## src/design/tuple_pkg.sv

```systemverilog
package tuple_pkg;

    // Tuple geometry on the host stream
    localparam int tuple_lanes = 16;
    localparam int field_width = 32;
    localparam int tuple_width = tuple_lanes * field_width;

    // One field of a tuple, also the type of the sum
    typedef logic [field_width-1:0] field_t;

    // Input word of the host stream
    // raw is the flat bus word as it arrives from the shell
    // field splits the same bits into lanes, lane 0 in bits 31:0
    typedef union packed {
        logic [tuple_width-1:0]   raw;
        field_t [tuple_lanes-1:0] field;
    } tuple_word_u;

endpackage
```

## src/design/user_logic_c0.sv

```systemverilog
`timescale 1ns/10ps

module user_logic_c0
    import tuple_pkg::*;
#(
    parameter int lanes = tuple_lanes
) (
    input  logic                   aclk,
    input  logic                   rst_n,

    // Host input stream, one tuple per beat
    input  logic                   sink_valid,
    output logic                   sink_ready,
    input  logic [tuple_width-1:0] sink_data,

    // Host output stream, one sum per beat
    output logic                   src_valid,
    input  logic                   src_ready,
    output logic [field_width-1:0] src_data
);

    logic                   tup_valid;
    logic                   tup_ready;
    logic [tuple_width-1:0] tup_data;
    tuple_word_u            tup_word;

    logic                   sum_valid;
    logic                   sum_ready;
    field_t                 sum_data;

    // Flat bus word seen lane by lane by the reducer
    assign tup_word.raw = tup_data;

    // Input boundary register
    axis_reg_slice #(
        .data_width (tuple_width)
    ) in_slice (
        .aclk      (aclk),
        .rst_n     (rst_n),
        .in_valid  (sink_valid),
        .in_ready  (sink_ready),
        .in_data   (sink_data),
        .out_valid (tup_valid),
        .out_ready (tup_ready),
        .out_data  (tup_data)
    );

    tuple_sum_pipe #(
        .lanes (lanes)
    ) u_sum (
        .aclk      (aclk),
        .rst_n     (rst_n),
        .in_valid  (tup_valid),
        .in_ready  (tup_ready),
        .in_data   (tup_word),
        .out_valid (sum_valid),
        .out_ready (sum_ready),
        .out_sum   (sum_data)
    );

    // Output boundary register
    axis_reg_slice #(
        .data_width (field_width)
    ) out_slice (
        .aclk      (aclk),
        .rst_n     (rst_n),
        .in_valid  (sum_valid),
        .in_ready  (sum_ready),
        .in_data   (sum_data),
        .out_valid (src_valid),
        .out_ready (src_ready),
        .out_data  (src_data)
    );

endmodule

```

## src/design/tuple_sum_pipe.sv

```systemverilog
`timescale 1ns/10ps

module tuple_sum_pipe
    import tuple_pkg::*;
#(
    parameter int lanes = tuple_lanes
) (
    input  logic        aclk,
    input  logic        rst_n,

    input  logic        in_valid,
    output logic        in_ready,
    input  tuple_word_u in_data,

    output logic        out_valid,
    input  logic        out_ready,
    output field_t      out_sum
);

    // One adder level per stage
    localparam int levels = $clog2(lanes);

    // All partial sums of the tree in one array
    // Level l starts at node lanes - (lanes >> l) and holds lanes >> (l + 1) sums,
    // so the final sum sits in the last node
    localparam int nodes = lanes - 1;

    if ((1 << levels) != lanes || lanes < 2) begin : g_lanes_pow2
        $error("tuple_sum_pipe: lanes must be a power of two of at least 2");
    end

    if (lanes > tuple_lanes) begin : g_lanes_max
        $error("tuple_sum_pipe: lanes exceeds the fields of one tuple");
    end

    logic [levels-1:0] vld_q;
    field_t            node_q [nodes];
    logic              advance;

    // Whole tree moves together when the last stage can hand off
    assign advance   = !vld_q[levels-1] || out_ready;
    assign in_ready  = advance;

    assign out_valid = vld_q[levels-1];
    assign out_sum   = node_q[nodes-1];

    // Valid bit per level, shifted on every advance
    always_ff @(posedge aclk) begin
        if (!rst_n) begin
            vld_q <= '0;
        end else if (advance) begin
            vld_q[0] <= in_valid;
            for (int l = 1; l < levels; l++) begin
                vld_q[l] <= vld_q[l-1];
            end
        end
    end

    // First level adds neighbouring fields of the incoming tuple
    always_ff @(posedge aclk) begin
        if (advance) begin
            for (int i = 0; i < lanes / 2; i++) begin
                node_q[i] <= in_data.field[2*i] + in_data.field[2*i+1];
            end
        end
    end

    // Later levels add neighbouring sums of the level before
    for (genvar l = 1; l < levels; l++) begin : g_level
        localparam int base      = lanes - (lanes >> l);
        localparam int prev_base = lanes - (lanes >> (l - 1));
        localparam int width     = lanes >> (l + 1);

        always_ff @(posedge aclk) begin
            if (advance) begin
                for (int i = 0; i < width; i++) begin
                    // Wraps modulo 2^32
                    node_q[base+i] <= node_q[prev_base+2*i] + node_q[prev_base+2*i+1];
                end
            end
        end
    end

endmodule

```

## src/design/axis_reg_slice.sv

```systemverilog
`timescale 1ns/10ps

module axis_reg_slice #(
    parameter int data_width = 32
) (
    input  logic                  aclk,
    input  logic                  rst_n,

    input  logic                  in_valid,
    output logic                  in_ready,
    input  logic [data_width-1:0] in_data,

    output logic                  out_valid,
    input  logic                  out_ready,
    output logic [data_width-1:0] out_data
);

    // Skid entry, holds one beat while the main register stalls
    logic                  skid_valid;
    logic [data_width-1:0] skid_data;

    logic in_fire;
    logic main_free;
    logic skid_valid_nxt;

    assign in_fire   = in_valid && in_ready;
    assign main_free = out_ready || !out_valid;

    // Skid fills when a beat arrives and the main register cannot move,
    // it empties as soon as the main register drains
    always_comb begin
        if (skid_valid) begin
            skid_valid_nxt = !main_free;
        end else begin
            skid_valid_nxt = in_fire && !main_free;
        end
    end

    // Control state
    always_ff @(posedge aclk) begin
        if (!rst_n) begin
            out_valid  <= 1'b0;
            skid_valid <= 1'b0;
            in_ready   <= 1'b0;
        end else begin
            if (main_free) begin
                out_valid <= skid_valid || in_fire;
            end
            skid_valid <= skid_valid_nxt;
            // Registered ready, open while the skid entry is free
            in_ready   <= !skid_valid_nxt;
        end
    end

    // Main data register, drains the skid entry first
    always_ff @(posedge aclk) begin
        if (main_free) begin
            if (skid_valid) begin
                out_data <= skid_data;
            end else if (in_fire) begin
                out_data <= in_data;
            end
        end
    end

    // Skid data, captured only when the main register is stalled
    always_ff @(posedge aclk) begin
        if (in_fire && !main_free) begin
            skid_data <= in_data;
        end
    end

endmodule

```

## config.mk

```make
export PLATFORM = sky130hd
export DESIGN_NAME = user_logic_c0
export DESIGN_NICKNAME = d
export VERILOG_FILES = /design/src/design/tuple_pkg.sv /design/src/design/user_logic_c0.sv /design/src/design/tuple_sum_pipe.sv /design/src/design/axis_reg_slice.sv
export SDC_FILE = /design/constraint.sdc
export NUM_CORES = 2
export LEC_CHECK = 0
export BUFFER_PORTS_ARGS = -buffer_cell sky130_fd_sc_hd__buf_2
export CAP_MARGIN = 40
export CELL_PAD_IN_SITES_DETAIL_PLACEMENT = 1
export CELL_PAD_IN_SITES_GLOBAL_PLACEMENT = 2
export CORE_MARGIN = 4
export CORE_UTILIZATION = 45
export CTS_BUF_LIST = sky130_fd_sc_hd__clkbuf_2
export CTS_CLUSTER_SIZE = 25
export DETAILED_ROUTE_END_ITERATION = 16
export PLACE_DENSITY = 0.84
export SLEW_MARGIN = 10
export SYNTH_ARGS = -nofsm -noshare
export SYNTH_HDL_FRONTEND = slang
export SYNTH_SLANG_ARGS = --single-unit
```

## constraint.sdc

```tcl
create_clock -name aclk -period 34.8 [get_ports aclk]
set_input_delay 1.74 -clock aclk [delete_from_list [all_inputs] [get_ports aclk]]
set_output_delay 1.74 -clock aclk [all_outputs]
set_load 0.02 [all_outputs]
```

# Yosys cells after proc, flatten, opt, wreduce, memory -nomap -nowiden
# Memories as Yosys holds them, arrays and structs flattened.
# Cells that the tools add are included.
# totals
register_bits	1098
latch_bits	0
ramBits	480
rom_bits	0
in_bits	516
output_inout_bits	34
word_cells	55
memories	1
# mem_list
memory	depth	word_bits	read_ports	rd_clocked_by_memory_dff	wr	line_no	text
u_sum.node_q	15	32	15	0	15	tuple_sum_pipe.sv:37	field_t node_q [nodes];
# op_classes
addsub	15
multipliers	0
n_div	0
n_lt_le_gt_ge	0
n_eq_ne	0
shifts	0
mux	8
bitwise	0
reduce_logical	20
# ops
op	n
512-bit two-way mux	2
32-bit adder	15
32-bit two-way mux	2
1-bit zero test	7
1-bit logical OR	5
1-bit logical AND	4
1-bit two-way mux	4
2-bit AND reduction	2
2-bit nonzero test	2

# Depth between registers and ports, before layout
# logic_depth
word_depth	7
depth_mapped	10
depth_no_buf	10

# Cells and area by module
# Synthesis repeated with hierarchy kept, for this count alone.
# unflattened
hier_cells	5188
hier_area_um2	76440.8
# modules_own_cells
module	instances	cells_per_inst	area_each_um2	seq_area_each_um2
axis_reg_slice (in_slice)	1	1605	37242.0	30809.5
tuple_sum_pipe	1	3471	36622.6	14493.9
axis_reg_slice (out_slice)	1	112	2576.2	1981.9

# Worst setup path before layout
# No wires, ideal clock.
# synth_timing
kind	input port to flip-flop
from	input sink_valid
to	register in_slice.out_data[0], enable pin
setup_ps	1561
arrival_ps	26390
t_required_ps	33239
setup_slack_ps	6849
cell_stages	2
path_buffers	0
cell_sequence	a21oi_1 -> a21oi_1
# synth_via
elab_chain_cells	3
# synth_rtl
item	line_no	text
from (decl)	user_logic_c0.sv:12	input logic sink_valid,
1-bit logical AND	axis_reg_slice.sv:26	assign in_fire = in_valid && in_ready;
2-bit nonzero test (no source line)	--	
2-bit AND reduction (no source line)	--	
to (signal assigned)	axis_reg_slice.sv:59	out_data <= skid_data;
to (signal assigned)	axis_reg_slice.sv:61	out_data <= in_data;
to (decl)	axis_reg_slice.sv:15	output logic [data_width-1:0] out_data
# Every way passes these cells.
# A chain may end at the register's enable or synchronous reset.

# Worst setup path in the final report
# layout_timing
from	register u_sum.vld_q[3]
to	register in_slice.skid_data[261], enable pin
# layout_via
elab_chain_cells	5
# layout_rtl
item	line_no	text
from (decl)	tuple_sum_pipe.sv:36	logic [levels-1:0] vld_q;
from (signal, indexed assignment)	tuple_sum_pipe.sv:54	vld_q[l] <= vld_q[l-1];
1-bit zero test	tuple_sum_pipe.sv:41	assign advance = !vld_q[levels-1] || out_ready;
1-bit logical OR	tuple_sum_pipe.sv:41	
1-bit logical OR	axis_reg_slice.sv:27	assign main_free = out_ready || !out_valid;
1-bit zero test	axis_reg_slice.sv:68	if (in_fire && !main_free) begin
1-bit logical AND	axis_reg_slice.sv:68	
to (signal assigned)	axis_reg_slice.sv:69	skid_data <= in_data;
to (decl)	axis_reg_slice.sv:20	logic [data_width-1:0] skid_data;
# Every way passes these cells.

==> results.md <==
- Clock sinks: 1,578
- CP Class: flop to flop
- CP required: 36.21 ns
- Delay-heaviest family, CP: buffers and inverters
- Final net count: 7,959
- I/O pins: 550
- Ratio of cells with drive above 1 in the final layout: 24.8%
- Detail Route met2 WL: 111 mm
- Synth warn: 0
- CTS max path bufs: 4
- Ys flop type: edfxtp_1
- Relative slew slack: 16.2%
- Vias in the first global route: 56,969
- Crit. path cell count: 10
- DR DRC count: 0
- EDFF count, synth: 1,568
- Final instance area: 0.0919 mm^2
- First-pass GRT wire length: 339 mm
- Setup bufs post-CTS: 0
- Die Y: 423 um
- Core box area: 0.170 mm^2
- Initial DRC Count: 3,118
- Skew-Pair Late Insertion Delay: 1.93 ns
- Syn Std Cell Area: 0.0775 mm^2
- Wl on met1: 92.9 mm
- Compound-Gate Fraction of Synth Area: 11.5%
- Hold Path Class: primary input to flop
- Vias per cell: 5.52
- Worst slew pin tran: 1.26 ns
- Cell count after synthesis: 5,557
- Flops & latches, synth: 1,578
- Worst-path clk slew: 0.10 ns
- Final setup violating endpoints: 0
- Pwr dens: 62.3 mW/mm^2
- CTS Buf Count: 427
- Post-Route WL: 222 mm
- Post-CTS sizing: 0
- Setup TNS: 0 ns
- Launching element type of the critical path: flop
- Rows: 151
- Fmax: 218 MHz
- Routability cong.: 0.844
- Final period utilization: 13.2%
- Pin count of the biggest net entering global routing: 186
- P_leak: 35.5 nW
- Highest metal used: met4
- H-Tree Depth: 5
- Setup clock skew after layout: 0.197 ns
- RSZ-0062 raised after global routing: false
- Hold Path Stages: 1
- Grt total ovfl: 0
- Asr flop ratio synth: 0%
- Minimum clock period: 4.59 ns
- Chip width: 423 um
- Largest family of logic cells by synthesized area: compound AO/OA/AOI/OAI gates
- DIE AREA: 0.179 mm^2
- Most frequent cells in the layout: 1,568 x edfxtp_1, 596 x clkbuf_2, 549 x buf_2
- Antenna violations before repair: 8
- HPWL Detailed: 142 mm
- Hold buffers post-CTS: 511
- Synthesized Nets: 6,553
- Worst Path Buf+Inv: 7
- DR vias: 52,732
- CP most frequent cell: buf_4
- Status: finished, final reports clean
- Port bufs: 549
- Final Hold Vio Count: 0
- Post-DRT Antenna Nets: 0
- Commonest non-fill, non-tap cell in the layout: edfxtp_1
- Cell variety after synth: 79
- Post-synthesis simple-gate area fraction: 5.78%
- CTS tree: built
- Area delta synth->final: 18.7%
- Pre-CTS setup slack: 29.06 ns
- Critical Path AT: 5.99 ns
- Post-Synth XOR/XNOR Area: 4.59%
- Reg2reg path depth: 10
- Setup WS post-layout: 30.21 ns
- Final Max Slew Viols: 0
- CP Max Fanout: 65
- Max cap viols: 0
- Initial Util: 45.5%
- Metal3 WL: 9.87 mm
- DR pass1 iterations: 5
- Placed Area: 0.0832 mm^2
- Slowest CP cell: buf_4
- Ordered cell list for the critical path: nor2b_1 > buf_4 > nand2_1 > nor2_4 > buf_4 > buf_4 > buf_16 > buf_4 > buf_16 > buf_4
- Wirelength per Cell: 23.2 um
- Worst vdd rail ir drop: 0.0434 mV
- Mux cell area share after synthesis: 7.97%
- CP peak stage delay: 0.73 ns
- Mean Syn Cell Area: 13.9 um^2
- Sequential-to-total area share from yosys stat: 61.0%
- Tot Pwr: 0.00573 W
- Adder-cell share of the synthesized area: 7.90%
- CTS root buf: clkbuf_2
- Filler Cells Inserted: 17,304
- CP endpoint kind: flop
- Overall global routing resource usage: 24.4%
## worst paths after layout
| path | slack [ns] | from | endpoint |
|---|---|---|---|
| worst min-delay path | 0.29 | sink_data[259] | in_slice.skid_data[259] |
| worst max register to register | 30.21 | u_sum.vld_q[3] | in_slice.skid_data[261] |
| worst min register to register | 0.35 | u_sum.node_q[1][192] | out_slice.skid_data[0] |
| worst max-delay path | 30.21 | u_sum.vld_q[3] | in_slice.skid_data[261] |
## registers in the layout (all words and copies together), names as in the netlist
name	flops
out_slice.out_data	32
u_sum.vld_q	4
in_slice.out_valid	1
in_slice.in_ready	1
in_slice.skid_valid	1
out_slice.in_ready	1
out_slice.out_valid	1
in_slice.skid_data	512
out_slice.skid_data	32
in_slice.out_data	512
u_sum.node_q	480
out_slice.skid_valid	1
## cells in the mapped netlist, drive strengths merged, types with 15 or more instances
library cell  count  share of area (%)
ha              465                7.5
edfxtp         1568                 61
and2             30               0.24
nand3           111               0.72
a21oi           417                2.7
o211ai           38               0.37
clkbuf          125               0.61
or3              18               0.15
a211oi           69               0.67
a31oi            37               0.30
nand2           231                1.1
o31ai            35               0.34
inv             114               0.55
o21bai           72               0.70
o21ai           222                1.4
nand2b           36               0.29
nor3             59               0.38
nand4            40               0.32
a2111oi          22               0.31
mux2            544                7.9
fa               15               0.39
nor2            266                1.3
xnor2           275                3.1
a311oi           17               0.19
nor2b            48               0.39
o21a             60               0.58
xor2            131                1.5
and3             34               0.27
a21o            234                2.3
## kinds of logic after synthesis
logic type               after synthesis
AND/OR/NAND/NOR                      935
flip-flops                          1578
adder cells (fa/ha/maj)              480
buffers and inverters                240
AO/OA/AOI/OAI                       1369
XOR/XNOR                             406
multiplexers                         549
## cell type report
type	instances	area [um^2]	area share [%]
tap	2295	2870	3.12
clock buffer	596	2980	3.24
timing repair buffer	1103	8490	9.24
multi-input combinational	3739	29300	31.9
clock inverter	122	537	0.584
inverter	114	435	0.474
sequential	1578	47300	51.4
antenna	12	30.0	0.0327
## routing by layer
| layer | track usage [%] | vias to the layer above |
|---|---|---|
| met1 | 30.7 | 26246 |
| met3 | 4.18 | 420 |
| met5 | 0 | - |
| met4 | 9.69 | 0 |
| li1 | - | 24647 |
| met2 | 41.8 | 1419 |
## stage by stage
stage	instances	hold WS [ns]	util, %
finish	9559	0.288	54.0
global route	9558	0.0330	54.0
CTS	9545	0.00711	54.0
detailed placement	8316	0.433	48.9
global placement	8303	0.433	48.7
floorplan	5557	0.422	-
## report_power, final
part	internal [W]	total (W)	switching (W)	leakage [nW]
logic	0.000768	0.00182	0.00105	17.6
registers	0.00244	0.00260	0.000159	15.1
clock network	0.000472	0.00131	0.000838	2.74
Power figures use the tool's default switching activity.
